File: config.mk
export PLATFORM = sky130hd
export DESIGN_NAME = dai_top
export DESIGN_NICKNAME = d
export VERILOG_FILES = /design/src/dai_cfg_pkg.sv /design/src/dai_frame_pkg.sv /design/src/dai_top.sv /design/src/dai_tx_ser.sv /design/src/dai_rx_deser.sv /design/src/dai_frame_ctrl.sv /design/src/dai_bclk_gen.sv
export SDC_FILE = /design/constraint.sdc
export NUM_CORES = 1
export LEC_CHECK = 0
export BUFFER_PORTS_ARGS = -buffer_cell sky130_fd_sc_hd__buf_4
export CORE_MARGIN = 4
export CORE_UTILIZATION = 59
export DETAILED_ROUTE_END_ITERATION = 10
export PLACE_DENSITY = 0.84
export SLEW_MARGIN = 25
export SYNTH_ARGS = -nofsm -noshare
export SYNTH_HDL_FRONTEND = slang
export SYNTH_SLANG_ARGS = --single-unit
File: constraint.sdc
create_clock -name RESET -period 5.7 [get_ports RESET]
set_clock_uncertainty 0.15 [all_clocks]
set_input_delay 0.855 -clock RESET [delete_from_list [all_inputs] [get_ports RESET]]
set_output_delay 0.855 -clock RESET [all_outputs]
set_load 0.03 [all_outputs]
File: src/dai_cfg_pkg.sv
package dai_cfg_pkg;

  // Width of the bit-clock divide-mode select.
  localparam int mode_width = 2;

  // Divider counter holds half_period minus one.
  localparam int div_width = 3;

  // Data bits carried in each channel slot.
  localparam int slot_bits = 18;

  // Slot bit counter, saturating at its all-ones value.
  localparam int cnt_width = 5;

  // Bit-clock half period in system clocks for each mode.
  function automatic logic [div_width:0] half_period(input logic [mode_width-1:0] mode);
    case (mode)
      2'd0:    return 4'd1;
      2'd1:    return 4'd2;
      2'd2:    return 4'd4;
      default: return 4'd8;
    endcase
  endfunction

endpackage
File: src/dai_frame_pkg.sv
package dai_frame_pkg;

  // Audio sample width, left-justified in the slot.
  localparam int sample_width = 16;

  // Zero bits following the sample inside a slot.
  localparam int pad_width = dai_cfg_pkg::slot_bits - sample_width;

  // One slot word, seen as shift register bits or as sample over pad.
  typedef union packed {
    logic [dai_cfg_pkg::slot_bits-1:0] raw;
    struct packed {
      logic [sample_width-1:0] sample;
      logic [pad_width-1:0]    pad;
    } fields;
  } dai_slot_u;

  // Channel encoding follows the lrck level.
  localparam logic chan_left  = 1'b0;
  localparam logic chan_right = 1'b1;

endpackage

File: src/dai_top.sv
`timescale 1ns/1ps

module dai_top #(
  parameter int SYNC_STAGES = 2
) (
  input  logic                                  RESET,
  input  logic                                  bclk_ok,
  input  logic                                  master_i,
  input  logic [dai_cfg_pkg::mode_width-1:0]     mode_i,
  input  logic                                  bclk_i,
  input  logic                                  lrck_i,
  input  logic                                  din_i,
  input  logic [dai_frame_pkg::sample_width-1:0] tx_left_i,
  input  logic [dai_frame_pkg::sample_width-1:0] tx_right_i,
  output logic                                  bclk_o,
  output logic                                  lrck_o,
  output logic                                  dout_o,
  output logic [dai_frame_pkg::sample_width-1:0] rx_left_o,
  output logic [dai_frame_pkg::sample_width-1:0] rx_right_o,
  output logic                                  data_latch_o
);

  logic gen_level;
  logic gen_rise;
  logic gen_fall;
  logic sample_stb;
  logic shift_stb;
  logic slot_start;
  logic slot_end;
  logic chan;

  // Divider runs only as master.
  dai_bclk_gen u_bclk_gen (
    .RESET   (RESET),
    .bclk_ok (bclk_ok),
    .mode_i  (mode_i),
    .run_i   (master_i),
    .bclk_o  (gen_level),
    .rise_o  (gen_rise),
    .fall_o  (gen_fall)
  );

  dai_frame_ctrl #(
    .SYNC_STAGES (SYNC_STAGES)
  ) u_frame_ctrl (
    .RESET        (RESET),
    .bclk_ok      (bclk_ok),
    .master_i     (master_i),
    .bclk_i       (bclk_i),
    .lrck_i       (lrck_i),
    .gen_rise_i   (gen_rise),
    .gen_fall_i   (gen_fall),
    .gen_level_i  (gen_level),
    .bclk_o       (bclk_o),
    .lrck_o       (lrck_o),
    .sample_stb_o (sample_stb),
    .shift_stb_o  (shift_stb),
    .slot_start_o (slot_start),
    .slot_end_o   (slot_end),
    .chan_o       (chan)
  );

  dai_rx_deser u_rx_deser (
    .RESET        (RESET),
    .bclk_ok      (bclk_ok),
    .din_i        (din_i),
    .sample_stb_i (sample_stb),
    .slot_end_i   (slot_end),
    .chan_i       (chan),
    .rx_left_o    (rx_left_o),
    .rx_right_o   (rx_right_o),
    .data_latch_o (data_latch_o)
  );

  dai_tx_ser u_tx_ser (
    .RESET        (RESET),
    .bclk_ok      (bclk_ok),
    .shift_stb_i  (shift_stb),
    .slot_start_i (slot_start),
    .chan_i       (chan),
    .tx_left_i    (tx_left_i),
    .tx_right_i   (tx_right_i),
    .dout_o       (dout_o)
  );

endmodule

File: src/dai_tx_ser.sv
`timescale 1ns/1ps

module dai_tx_ser (
  input  logic                                  RESET,
  input  logic                                  bclk_ok,
  input  logic                                  shift_stb_i,
  input  logic                                  slot_start_i,
  input  logic                                  chan_i,
  input  logic [dai_frame_pkg::sample_width-1:0] tx_left_i,
  input  logic [dai_frame_pkg::sample_width-1:0] tx_right_i,
  output logic                                  dout_o
);

  localparam int slot_msb = $bits(dai_frame_pkg::dai_slot_u) - 1;

  dai_frame_pkg::dai_slot_u load_word;
  dai_frame_pkg::dai_slot_u tx_word;

  // Sample of the new slot with zero pad below it.
  always_comb begin
    if (chan_i == dai_frame_pkg::chan_left) begin
      load_word.fields.sample = tx_left_i;
    end else begin
      load_word.fields.sample = tx_right_i;
    end
    load_word.fields.pad = '0;
  end

  // MSB goes out at slot start, the rest one per falling edge.
  always_ff @(posedge RESET or posedge bclk_ok) begin
    if (bclk_ok) begin
      tx_word.raw <= '0;
      dout_o      <= 1'b0;
    end else if (slot_start_i) begin
      dout_o      <= load_word.raw[slot_msb];
      tx_word.raw <= {load_word.raw[slot_msb-1:0], 1'b0};
    end else if (shift_stb_i) begin
      dout_o      <= tx_word.raw[slot_msb];
      tx_word.raw <= {tx_word.raw[slot_msb-1:0], 1'b0};
    end
  end

endmodule

File: src/dai_rx_deser.sv
`timescale 1ns/1ps

module dai_rx_deser (
  input  logic                                  RESET,
  input  logic                                  bclk_ok,
  input  logic                                  din_i,
  input  logic                                  sample_stb_i,
  input  logic                                  slot_end_i,
  input  logic                                  chan_i,
  output logic [dai_frame_pkg::sample_width-1:0] rx_left_o,
  output logic [dai_frame_pkg::sample_width-1:0] rx_right_o,
  output logic                                  data_latch_o
);

  localparam int slot_msb = $bits(dai_frame_pkg::dai_slot_u) - 1;

  dai_frame_pkg::dai_slot_u rx_word;
  dai_frame_pkg::dai_slot_u cap_word;
  logic                     right_cap;

  // Word including the bit arriving this cycle.
  always_comb begin
    cap_word.raw = {rx_word.raw[slot_msb-1:0], din_i};
  end

  always_ff @(posedge RESET) begin
    if (sample_stb_i) begin
      rx_word.raw <= cap_word.raw;
    end
  end

  always_ff @(posedge RESET or posedge bclk_ok) begin
    if (bclk_ok) begin
      rx_left_o  <= '0;
      rx_right_o <= '0;
    end else if (slot_end_i) begin
      if (chan_i == dai_frame_pkg::chan_right) begin
        rx_right_o <= cap_word.fields.sample;
      end else begin
        rx_left_o <= cap_word.fields.sample;
      end
    end
  end

  // Frame is complete once the right channel has landed.
  always_ff @(posedge RESET or posedge bclk_ok) begin
    if (bclk_ok) begin
      right_cap    <= 1'b0;
      data_latch_o <= 1'b0;
    end else begin
      right_cap    <= slot_end_i && (chan_i == dai_frame_pkg::chan_right);
      data_latch_o <= right_cap;
    end
  end

  a_latch_pulse: assert property (
    @(posedge RESET) disable iff (bclk_ok)
    data_latch_o |=> !data_latch_o
  ) else $error("data_latch_o held for more than one cycle");

endmodule

File: src/dai_frame_ctrl.sv
`timescale 1ns/1ps

module dai_frame_ctrl #(
  parameter int SYNC_STAGES = 2
) (
  input  logic RESET,
  input  logic bclk_ok,
  input  logic master_i,
  input  logic bclk_i,
  input  logic lrck_i,
  input  logic gen_rise_i,
  input  logic gen_fall_i,
  input  logic gen_level_i,
  output logic bclk_o,
  output logic lrck_o,
  output logic sample_stb_o,
  output logic shift_stb_o,
  output logic slot_start_o,
  output logic slot_end_o,
  output logic chan_o
);

  localparam int cw = dai_cfg_pkg::cnt_width;
  localparam logic [cw-1:0] last_bit = cw'(dai_cfg_pkg::slot_bits - 1);

  logic [SYNC_STAGES-1:0] bclk_sync;
  logic [SYNC_STAGES-1:0] lrck_sync;
  logic                   bclk_d;
  logic                   bclk_s;
  logic                   lrck_s;
  logic                   ext_rise;
  logic                   ext_fall;
  logic                   src_rise;
  logic                   src_fall;
  logic                   lrck_gen;
  logic                   lrck_toggle;
  logic                   lrck_next;
  logic                   lrck_cur;
  logic                   new_slot;
  logic [cw-1:0]          fall_cnt;
  logic [cw-1:0]          bit_cnt;

  // External bit clock and word select.
  always_ff @(posedge RESET or posedge bclk_ok) begin
    if (bclk_ok) begin
      bclk_sync <= '0;
      lrck_sync <= '0;
      bclk_d    <= 1'b0;
    end else begin
      bclk_sync <= {bclk_sync[SYNC_STAGES-2:0], bclk_i};
      lrck_sync <= {lrck_sync[SYNC_STAGES-2:0], lrck_i};
      bclk_d    <= bclk_s;
    end
  end

  assign bclk_s   = bclk_sync[SYNC_STAGES-1];
  assign lrck_s   = lrck_sync[SYNC_STAGES-1];
  assign ext_rise = bclk_s & ~bclk_d;
  assign ext_fall = ~bclk_s & bclk_d;

  assign src_rise = master_i ? gen_rise_i : ext_rise;
  assign src_fall = master_i ? gen_fall_i : ext_fall;

  // Master lrck flips after every 18th falling edge.
  assign lrck_toggle = gen_fall_i && (fall_cnt == last_bit);
  assign lrck_next   = lrck_gen ^ lrck_toggle;

  always_ff @(posedge RESET or posedge bclk_ok) begin
    if (bclk_ok) begin
      fall_cnt <= '0;
      lrck_gen <= 1'b0;
    end else if (!master_i) begin
      fall_cnt <= '0;
      lrck_gen <= 1'b0;
    end else if (gen_fall_i) begin
      if (lrck_toggle) begin
        fall_cnt <= '0;
        lrck_gen <= ~lrck_gen;
      end else begin
        fall_cnt <= fall_cnt + 1'b1;
      end
    end
  end

  // A slot opens on the first falling edge that sees a new lrck level.
  assign lrck_cur = master_i ? lrck_next : lrck_s;
  assign new_slot = src_fall && (lrck_cur != chan_o);

  always_ff @(posedge RESET or posedge bclk_ok) begin
    if (bclk_ok) begin
      sample_stb_o <= 1'b0;
      shift_stb_o  <= 1'b0;
      slot_start_o <= 1'b0;
      slot_end_o   <= 1'b0;
      chan_o       <= 1'b0;
      bit_cnt      <= '1;
    end else begin
      sample_stb_o <= src_rise;
      shift_stb_o  <= src_fall;
      slot_start_o <= new_slot;
      slot_end_o   <= src_rise && (bit_cnt == last_bit);
      if (new_slot) begin
        chan_o  <= lrck_cur;
        bit_cnt <= '0;
      end else if (src_rise && (bit_cnt != '1)) begin
        // Saturate so long slots give no extra end strobe.
        bit_cnt <= bit_cnt + 1'b1;
      end
    end
  end

  assign bclk_o = master_i ? gen_level_i : 1'b0;
  assign lrck_o = master_i ? lrck_gen : 1'b0;

  a_stb_excl: assert property (
    @(posedge RESET) disable iff (bclk_ok)
    !(sample_stb_o && shift_stb_o)
  ) else $error("sample and shift strobes overlap");

endmodule

File: src/dai_bclk_gen.sv
`timescale 1ns/1ps

module dai_bclk_gen (
  input  logic                                RESET,
  input  logic                                bclk_ok,
  input  logic [dai_cfg_pkg::mode_width-1:0]  mode_i,
  input  logic                                run_i,
  output logic                                bclk_o,
  output logic                                rise_o,
  output logic                                fall_o
);

  localparam int dw = dai_cfg_pkg::div_width;

  logic [dw:0]   half;
  logic [dw:0]   half_m1;
  logic [dw-1:0] div_cnt;

  assign half    = dai_cfg_pkg::half_period(mode_i);
  assign half_m1 = half - 1'b1;

  // Down-counter toggles the level each time it reaches zero.
  always_ff @(posedge RESET or posedge bclk_ok) begin
    if (bclk_ok) begin
      div_cnt <= '0;
      bclk_o  <= 1'b0;
      rise_o  <= 1'b0;
      fall_o  <= 1'b0;
    end else if (!run_i) begin
      // Slave mode keeps the divider parked.
      div_cnt <= '0;
      bclk_o  <= 1'b0;
      rise_o  <= 1'b0;
      fall_o  <= 1'b0;
    end else begin
      rise_o <= 1'b0;
      fall_o <= 1'b0;
      if (div_cnt == '0) begin
        div_cnt <= half_m1[dw-1:0];
        bclk_o  <= ~bclk_o;
        rise_o  <= ~bclk_o;
        fall_o  <= bclk_o;
      end else begin
        div_cnt <= div_cnt - 1'b1;
      end
    end
  end

  a_edge_excl: assert property (
    @(posedge RESET) disable iff (bclk_ok)
    !(rise_o && fall_o)
  ) else $error("bit-clock rise and fall strobes overlap");

endmodule

==> flow_metrics.py, run 1 <==
metrics = {
    "sta": {
        "hold-worst-slack_ns": 0.204,
        "min_period_ns": 2.40,
        "finalSetupTns_ns": 0,
        "hold_viol": 0,
        "final_max_slew_viol_count": 0,
        "relSlewSlack_pct": 37.0,
        "rsz0062_at_grt": "false",
        "setup_slack_ns": 3.30,
        "fin_crit_sh_pct": 42.1,
        "setup_viol": 0,
        "fmax_ghz": 0.417,
        "worstMarginPinSlew_ns": 0.945,
    },
    "finish": {
        "fin_util_pct": 74.7,
        "syn2layout_area_growth_pct": 21.6,
        "nNetsFinal": 405,
        "post_route_cells_drive_above_1_share_pct": 39.3,
        "multiInputGateArea_um2": 1420,
        "diodes": 0,
        "register_area_um2": 2440,
        "fillers": 450,
        "final_cells": 441,
        "fin_area_um2": 4800,
    },
    "yosys": {
        "postSynthAreaPerCell_um2": 13.8,
        "synth.most_common_cell": "dfrtp_1",
        "ys_async_sr_fraction_pct": 81.9,
        "synth_edf_count": 17,
        "yosys.area.top_type": "dfrtp_1",
        "yosysUniqueCellTypes": 46,
        "synth_fp_nets": 331,
        "syn_area_um2": 3950,
        "ys_top_cells_by_count": "dfrtp_1 (72), mux2_2 (33), mux2i_1 (19), nor2b_1 (19), edfxtp_1 (17)",
        "seq_area_frac_synth_pct": 61.9,
        "synth.ff_latch_count": 94,
        "synth-main-ff-cell": "dfrtp_1",
        "yosysWarnings": 0,
        "ys_top_cells_by_area": "dfrtp_1 (46%), edfxtp_1 (13%), mux2_2 (9.4%)",
        "synth_cells": 285,
        "synth_top_area_share_pct": 45.7,
    },
    "placed_design": {
        "dp_hpwl_um": 4700,
        "place_congestion": 0.709,
        "pre_cts_slack_ns": 3.14,
        "dp_cells": 425,
        "place_area_um2": 4550,
        "portBuffers": 75,
    },
    "setup_path": {
        "cpMostUsedCell": "buf_4",
        "cp_cell_sequence": "buf_4 > and2_2 > buf_4",
        "criticalPathCategory": "primary input to primary output",
        "critPathRequiredTime_ns": 4.70,
        "cpMaxStageDelayCell": "and2_2",
        "cp-start-kind": "primary input",
        "crit_family": "buffers and inverters",
        "worstPathArrival_ns": 1.39,
        "path_buf_inv": 2,
        "cpPeakStageDelay_ns": 0.21,
        "crit_fanout": 16,
        "cp-end-kind": "primary output",
    },
    "clock_tree": {
        "clockBufferDepth": 2,
        "clk_pin_slew_ns": 0.08,
        "postCtsHoldBufs": 0,
        "clock-sinks": 94,
        "cts_setup_buffers": 0,
        "htree_levels": 3,
        "cts_tree": "built",
        "clock_latency_ns": 0.35,
        "clock_tree.root_cell": "clkbuf_8",
        "numCtsBuffers": 9,
        "cts-resized-gates": 0,
    },
    "global_routing": {
        "grt_pass1_vias": 2471,
        "grt_pass1_wl_um": 11900,
        "overflow": 0,
        "globalRouteTotalUtil_pct": 18.2,
        "antenna_found_initial": 0,
        "grt_start_max_net_pins": 78,
    },
    "min_path": {
        "hp-class": "flop to flop",
    },
    "floorplan": {
        "placementRows": 29,
        "pin_count": 76,
        "die_w_um": 89.8,
        "initial_core_util_pct": 61.4,
        "coreArea_um2": 6420,
        "die_h_um": 89.8,
        "die_area_um2": 8060,
    },
    "routing": {
        "viasPerCell": 5.57,
        "drc": 0,
        "ant_nets": 0,
        "drt_wl_total_um": 7000,
        "drtIter0Drc": 118,
        "dr.pass1.iters": 4,
        "vias": 2455,
        "wire_per_inst_um": 15.9,
    },
    "power_and_ir_drop": {
        "power.leakage_nw": 2.33,
        "irDropWorstVdd_uv": 232,
        "total_power_mw": 1.75,
        "power.density_nw_per_um2": 365,
    },
    "flow_run": {
        "drv_cap": 0,
    },
    "status": {
        "status": "completed",
    },
}
[kinds of logic after synthesis]
kind of cell	share of synthesized area [%]
flip-flops	61.9
AND/OR/NAND/NOR	10.5
multiplexers	14.6
AO/OA/AOI/OAI	7.83
buffers and inverters	2.12
adder cells (fa/ha/maj)	1.90
XOR/XNOR	1.11
[metal layers]
layer | share of wire, % | track usage [%]
met5 | 0 | 0
met4 | 1.3 | 6.39
met2 | 49 | 29.7
met1 | 45 | 24.2
met3 | 4.8 | 4.34
[state kept, by name, indices dropped and copies added, names as in the netlist, 2 cells and up]
name and count:
u_rx_deser.rx_word 17, u_tx_ser.tx_word 15, u_frame_ctrl.fall_cnt 5, u_frame_ctrl.lrck_sync 2, u_frame_ctrl.bclk_sync 2, u_rx_deser.rx_left_o 16
u_rx_deser.rx_right_o 16, u_bclk_gen.div_cnt 3, u_frame_ctrl.bit_cnt 5
[cells in the final DEF, fill, tap and decap left out, types with 4 or more instances in the layout]
cell type,count
nor3_1,4
inv_1,4
mux2_2,33
and3_1,4
ha_1,6
nand2_1,9
edfxtp_1,17
clkbuf_8,9
and2_1,4
o21ai_0,4
dfstp_2,5
mux2i_1,19
buf_4,75
a21oi_1,16
xnor2_1,5
a211oi_1,15
nor2b_1,19
dfrtp_1,71
[power breakdown]
part | internal, mW | leakage, nW | switching (mW)
registers | 0.807 | 1.16 | 0.108
clock network | 0.297 | 0.123 | 0.227
logic | 0.171 | 1.05 | 0.141
[path summary, 6_finish.rpt]
path,from,endpoint,slack (ns),cells after the start
setup / recovery,master_i,lrck_o,3.30,3
hold / removal,u_frame_ctrl.bclk_sync[0],u_frame_ctrl.bclk_sync[1],0.20,0
setup reg to reg,u_frame_ctrl.chan_o,u_rx_deser.rx_left_o[6],3.56,2
hold reg to reg,u_frame_ctrl.bclk_sync[0],u_frame_ctrl.bclk_sync[1],0.20,0
max in group asynchronous,bclk_ok,u_frame_ctrl.chan_o,4.37,3
min in group asynchronous,bclk_ok,u_rx_deser.rx_left_o[14],0.52,3
[cell type report]
type / instances / share of cell area [%]
timing repair buffer: 76 / 12.0
clock inverter: 6 / 2.48
tap: 77 / 2.01
sequential: 94 / 50.9
multi-input combinational: 173 / 29.6
inverter: 5 / 0.391
clock buffer: 10 / 2.66
Note: power is estimated with default switching activity, not from simulation.
==> inputs of run 2 (changes only) <==
Settings changed: ABC_AREA from default to 1, CORE_UTILIZATION 59 to 55, PLACE_DENSITY 0.84 to 0.8.
Clock period 5.7 ns to 2.35 ns, I/O delays scaled along.
==> run 2 against run 1 <==
Against the previous run: sequential cell count unchanged; final cell count up 32%; clock power up 140%; critical path depth up 7; largest cell class unchanged.
==> flow_metrics.py, run 2 <==
metrics = {
    "setup_path": {
        "critPathRequiredTime_ns": 2.50,
        "criticalPathCategory": "flop to flop",
        "crit_fanout": 5,
        "cp-start-kind": "flop",
        "worstPathArrival_ns": 2.09,
        "cp-end-kind": "flop",
    },
    "floorplan": {
        "coreArea_um2": 6830,
        "die_area_um2": 8500,
        "placementRows": 30,
        "die_w_um": 92.2,
        "initial_core_util_pct": 57.1,
        "die_h_um": 92.2,
        "pin_count": 76,
    },
    "power_and_ir_drop": {
        "intPower_mw": 3.00,
        "power.share.clock_pct": 30.2,
        "power.leakage_nw": 2.41,
        "irDropWorstVdd_uv": 435,
        "power_frac_seq_pct": 50.1,
        "power.density_nw_per_um2": 867,
        "p_sw_mw": 1.23,
        "total_power_mw": 4.22,
        "switching_share_pct": 29.0,
        "p_comb_share_pct": 19.7,
    },
    "routing": {
        "drc": 0,
        "viasPerCell": 5.09,
        "drt_wl_total_um": 7790,
        "dr.pass1.iters": 4,
        "vias": 2955,
        "wire_per_inst_um": 13.4,
        "ant_nets": 0,
        "drtIter0Drc": 136,
    },
    "finish": {
        "largest_register_ffs": 17,
        "fin_area_um2": 4870,
        "syn2layout_area_growth_pct": 24.9,
        "top_register": "u_rx_deser.rx_word",
        "nNetsFinal": 526,
        "largest_registers": "u_rx_deser.rx_word: 17 flops, u_rx_deser.rx_left_o: 16 flops, u_rx_deser.rx_right_o: 16 flops",
        "mostFrequentLayoutCells": "nand2_1 (78), buf_4 (78), dfrtp_1 (72)",
        "fin_util_pct": 71.3,
        "diodes": 0,
        "post_route_cells_drive_above_1_share_pct": 23.7,
        "final_cells": 581,
    },
    "status": {
        "status": "completed",
    },
    "yosys": {
        "yosysUniqueCellTypes": 29,
        "postSynthAreaPerCell_um2": 9.77,
        "synth_cells": 399,
        "ys_top_cells_by_area": "dfrtp_1 (46%), edfxtp_1 (13%), nand2_1 (7.5%)",
        "ys_async_sr_fraction_pct": 81.9,
        "synth_fp_nets": 445,
        "seq_area_frac_synth_pct": 62.7,
        "yosysWarnings": 0,
        "synth_top_area_share_pct": 46.2,
        "synth-main-ff-cell": "dfrtp_1",
        "ys_top_cells_by_count": "nand2_1 (78), dfrtp_1 (72), inv_1 (54)",
        "synth.most_common_cell": "nand2_1",
        "synth.ff_latch_count": 94,
        "synth_edf_count": 17,
        "yosys.area.top_type": "dfrtp_1",
        "syn_area_um2": 3900,
    },
    "clock_tree": {
        "clock_latency_ns": 0.36,
        "cts_tree": "built",
        "htree_levels": 3,
        "cts-resized-gates": 0,
        "clk_pin_slew_ns": 0.09,
        "clock_tree.root_cell": "clkbuf_8",
        "numCtsBuffers": 9,
        "clockBufferDepth": 2,
        "clock-sinks": 94,
    },
    "placed_design": {
        "pre_cts_slack_ns": 0.459,
        "dp_cells": 561,
        "place_area_um2": 4590,
        "dp_hpwl_um": 5380,
        "place_congestion": 0.808,
        "portBuffers": 75,
    },
    "sta": {
        "min_period_ns": 1.95,
        "hold-worst-slack_ns": 0.131,
        "final_max_slew_viol_count": 0,
        "relSlewSlack_pct": 52.2,
        "setup_slack_ns": 0.404,
        "finalSetupTns_ns": 0,
        "fin_crit_sh_pct": 82.8,
        "setup_viol": 0,
        "hold_viol": 0,
        "rsz0062_at_grt": "false",
        "worstMarginPinSlew_ns": 0.717,
        "fmax_ghz": 0.514,
    },
    "global_routing": {
        "overflow": 0,
        "antenna_found_initial": 0,
        "grt_pass1_wl_um": 13000,
        "grt_start_max_net_pins": 34,
        "grt_pass1_vias": 2894,
        "globalRouteTotalUtil_pct": 19.3,
    },
    "flow_run": {
        "drv_cap": 0,
    },
    "min_path": {
        "hp-class": "primary input to flop",
    },
}
run 2: changes by cell type in the layout (fill, tap and decap cells not counted), sizes merged, moves of 11 or more:
| cell | before | now |
|---|---|---|
| nand2 | 9 | 79 |
| o21ai | 4 | 65 |
| inv | 7 | 61 |
| mux2 | 33 | 0 |
| nor2 | 3 | 34 |
| mux2i | 20 | 0 |
| nor2b | 19 | 0 |
| a211oi | 17 | 1 |
| a21oi | 17 | 5 |
| o22ai | 1 | 13 |
| nand3 | 1 | 12 |
run 2: power by group through the flow:
stage          clock [mW]  sequential [mW]  combinational, mW
6_report             1.27             2.12              0.830
5_1_grt              1.37             2.15              0.951
4_1_cts              1.30             2.12              0.839
3_5_place_dp            0             2.15              0.830
3_3_place_gp            0             2.13              0.795
2_1_floorplan           0             2.17              0.539
run 2: cell families after synthesis:
kind of cell | count (synthesis) | synth area share, %
adders and majority gates | 6 | 1.92
and+or+nand+nor | 130 | 14.1
DFF | 94 | 62.7
buffers and inverters | 74 | 7.41
xor gates and xnor gates | 6 | 1.35
AOI/OAI and AO/OA | 89 | 12.6
run 2: per-layer routing:
layer | GRT usage, % | wire, um
met5 | 0 | 0
met3 | 4.10 | 363
met1 | 25.0 | 3330
met4 | 9.03 | 206
met2 | 31.3 | 3880
run 2: repair_timing:
action | 4_1_cts | 5_1_grt
buffers inserted | 0 | 0
hold buffers | 3 | 1
hold endpoints to repair | 26 | 1
run 2: cell type report:
cell class                 instances  area [um2]
clock inverter                     6         116
fill                             493        1960
clock buffer                      10         128
sequential                        94        2440
inverter                          60         229
timing repair buffer              84         666
tap                               96         120
multi-input combinational        231        1170
run 2: path summary, 6_finish.rpt:
path | startpoint | to | slack, ns | cells after the start
worst min register to register | u_frame_ctrl.bclk_sync[0] | u_frame_ctrl.bclk_sync[1] | 0.20 | 0
worst min-delay path | tx_right_i[15] | u_tx_ser.dout_o | 0.13 | 3
min in group asynchronous | bclk_ok | u_rx_deser.rx_left_o[1] | 0.46 | 3
worst max register to register | u_frame_ctrl.bit_cnt[0] | u_frame_ctrl.bit_cnt[0] | 0.40 | 10
max in group asynchronous | bclk_ok | u_frame_ctrl.bit_cnt[2] | 0.97 | 4
worst max-delay path | u_frame_ctrl.bit_cnt[0] | u_frame_ctrl.bit_cnt[0] | 0.40 | 10
run 2: worst max-delay path: stages (launching register included):
cell     delay, ns
dfstp_2       0.58
ha_1          0.16
inv_1         0.07
nor3_1        0.18
ha_1          0.19
inv_1         0.09
nand2_4       0.12
xor2_1        0.21
inv_2         0.04
nand2_1       0.06
inv_1         0.04
==> inputs of run 3 (changes only) <==
Clock period 2.35 ns to 1.9 ns, I/O delays scaled along.
==> run 3 against run 2 <==
Against the previous run: wire length shrank 2.1%; sequential cell count is the same; sequential power grew 22%; first-iteration DRC count shrank 18%; global-route usage shrank 0.76 points; die area is the same; register-to-register slack lost 0.36 ns; critical path type unchanged; largest cell class unchanged; largest power group unchanged; highest routed layer unchanged.
==> flow_metrics.py, run 3 (synthesized netlist as in run 2, its figures left out) <==
metrics = {
    "sta": {
        "final_max_slew_viol_count": 0,
        "setup_slack_ns": 0.0433,
        "worstMarginPinSlew_ns": 0.461,
        "setup_viol": 0,
        "min_period_ns": 1.86,
        "relSlewSlack_pct": 69.2,
        "fin_crit_sh_pct": 97.7,
        "fmax_ghz": 0.539,
        "hold_viol": 0,
    },
    "placed_design": {
        "place_congestion": 0.803,
        "pre_cts_slack_ns": 0.0316,
        "portBuffers": 75,
        "dp_hpwl_um": 5330,
    },
    "routing": {
        "m1WireLength_um": 3290,
        "routed.top_layer": "met4",
        "drtIter0Drc": 112,
        "dr_wl_met3_um": 297,
        "drc": 0,
        "wl_met2_um": 3950,
        "viasPerCell": 5.00,
        "drt_wl_total_um": 7620,
        "wire_per_inst_um": 13.1,
        "ant_nets": 0,
        "dr.pass1.iters": 4,
        "vias": 2919,
    },
    "finish": {
        "diodes": 0,
        "multiInputGateArea_um2": 1200,
        "largest_register_ffs": 17,
        "register_area_um2": 2440,
        "mostFrequentLayoutCells": "buf_4 (82), nand2_1 (78), dfrtp_1 (72)",
        "largest_registers": "u_rx_deser.rx_word: 17 flops, u_rx_deser.rx_left_o: 16 flops, u_rx_deser.rx_right_o: 16 flops",
        "layout_commonest_cell": "buf_4",
        "post_route_cells_drive_above_1_share_pct": 25.6,
        "fillers": 516,
        "syn2layout_area_growth_pct": 24.7,
        "fin_util_pct": 71.2,
        "nNetsFinal": 530,
        "top_register": "u_rx_deser.rx_word",
    },
    "setup_path": {
        "r2r_setup_slack_ns": 0.04,
        "criticalPathCategory": "flop to flop",
        "r2r_start": "u_frame_ctrl.bit_cnt[1]",
        "cp-end-kind": "flop",
        "cp-start-kind": "flop",
        "startpoint": "u_frame_ctrl.bit_cnt[1]",
        "worstPathArrival_ns": 2.00,
        "rr_worst_depth": 10,
        "critPathRequiredTime_ns": 2.04,
        "crit_fanout": 5,
        "crit_end": "u_frame_ctrl.bit_cnt[2]",
        "reg2reg_to": "u_frame_ctrl.bit_cnt[2]",
    },
    "global_routing": {
        "overflow": 0,
        "antenna_found_initial": 0,
        "grt_start_max_net_pins": 36,
        "globalRouteTotalUtil_pct": 18.6,
        "grt_pass1_wl_um": 12800,
        "grt_pass1_vias": 2940,
    },
    "floorplan": {
        "initial_core_util_pct": 57.1,
        "die_area_um2": 8500,
        "die_h_um": 92.2,
        "die_w_um": 92.2,
        "coreArea_um2": 6830,
        "pin_count": 76,
        "placementRows": 30,
    },
    "clock_tree": {
        "numCtsBuffers": 9,
        "clock-sinks": 94,
        "clockBufferDepth": 2,
        "clock_tree.root_cell": "clkbuf_8",
        "clk_pin_slew_ns": 0.08,
        "clock_latency_ns": 0.35,
        "htree_levels": 3,
        "cts_tree": "built",
    },
    "power_and_ir_drop": {
        "power.density_nw_per_um2": 1000,
        "power.leakage_nw": 2.41,
        "irDropWorstVdd_uv": 590,
    },
    "status": {
        "status": "completed",
    },
    "min_path": {
        "hp-class": "primary input to flop",
        "min_path_cells": 3,
    },
    "flow_run": {
        "drv_cap": 0,
    },
}
-- run 3: report_power, final --
group | total, mW | internal [mW] | switching [mW]
logic | 1.13 | 0.451 | 0.681
registers | 2.59 | 2.41 | 0.184
clock network | 1.15 | 0.480 | 0.674
-- run 3: cell type report --
| cell class | instances | share of cell area (%) |
|---|---|---|
| Sequential cell | 94 | 50.2 |
| Tap cell | 96 | 2.47 |
| Clock buffer | 9 | 2.55 |
| Timing Repair Buffer | 88 | 14.3 |
| Multi-Input combinational cell | 231 | 24.7 |
| Clock inverter | 6 | 0.978 |
| Inverter | 60 | 4.76 |
-- run 3: critical path, stage by stage, from the launching register on --
cell and delay (ns):
dfstp_2 0.58, ha_4 0.15, inv_4 0.04, nor3_4 0.18, ha_2 0.20, inv_2 0.05, nand2_4 0.11, nor2_4 0.04
xor2_1 0.16, nand2_1 0.09, inv_1 0.06
-- run 3: worst min path at each step --
stage / startpoint / endpoint / slack (ns)
3_3_place_gp: bclk_ok / u_frame_ctrl.fall_cnt[0] / 0.18
3_5_place_dp: bclk_ok / u_frame_ctrl.bclk_sync[0] / 0.18
2_1_floorplan: bclk_i / u_frame_ctrl.bclk_sync[0] / 0.17
4_1_cts: tx_right_i[0] / u_tx_ser.tx_word[3] / 0.06
5_1_grt: tx_right_i[0] / u_tx_ser.tx_word[3] / 0.06
6_report: tx_right_i[0] / u_tx_ser.tx_word[3] / 0.07
-- run 3: per-layer routing --
metal,up-vias,track usage [%]
li1,1462,-
met1,1384,23.6
met2,64,31.9
met3,9,4.35
met4,0,5.32
met5,-,0
-- run 3: timing repair --
action | in CTS | in global routing
pin swaps | 0 | 4
hold buffers | 4 | 0
endpoints found under the setup margin | 1 | 2
cloned | 0 | 0
resized for setup | 1 | 8
hold endpoints to repair | 21 | 0
buffers inserted | 0 | 2
-- run 3: through the flow --
stage                     hold slack [ns]  instances  TNS (ns)  power [mW]  cell area [um2]
after floorplan                     0.166        399         0        3.35             3900
after global placement              0.182        563         0        3.64             4600
after detailed placement            0.183        563         0        3.70             4600
after CTS                          0.0626        582         0        4.86             4820
after global routing               0.0608        584   -0.0217        5.17             4860
final                              0.0750        584         0        4.88             4860
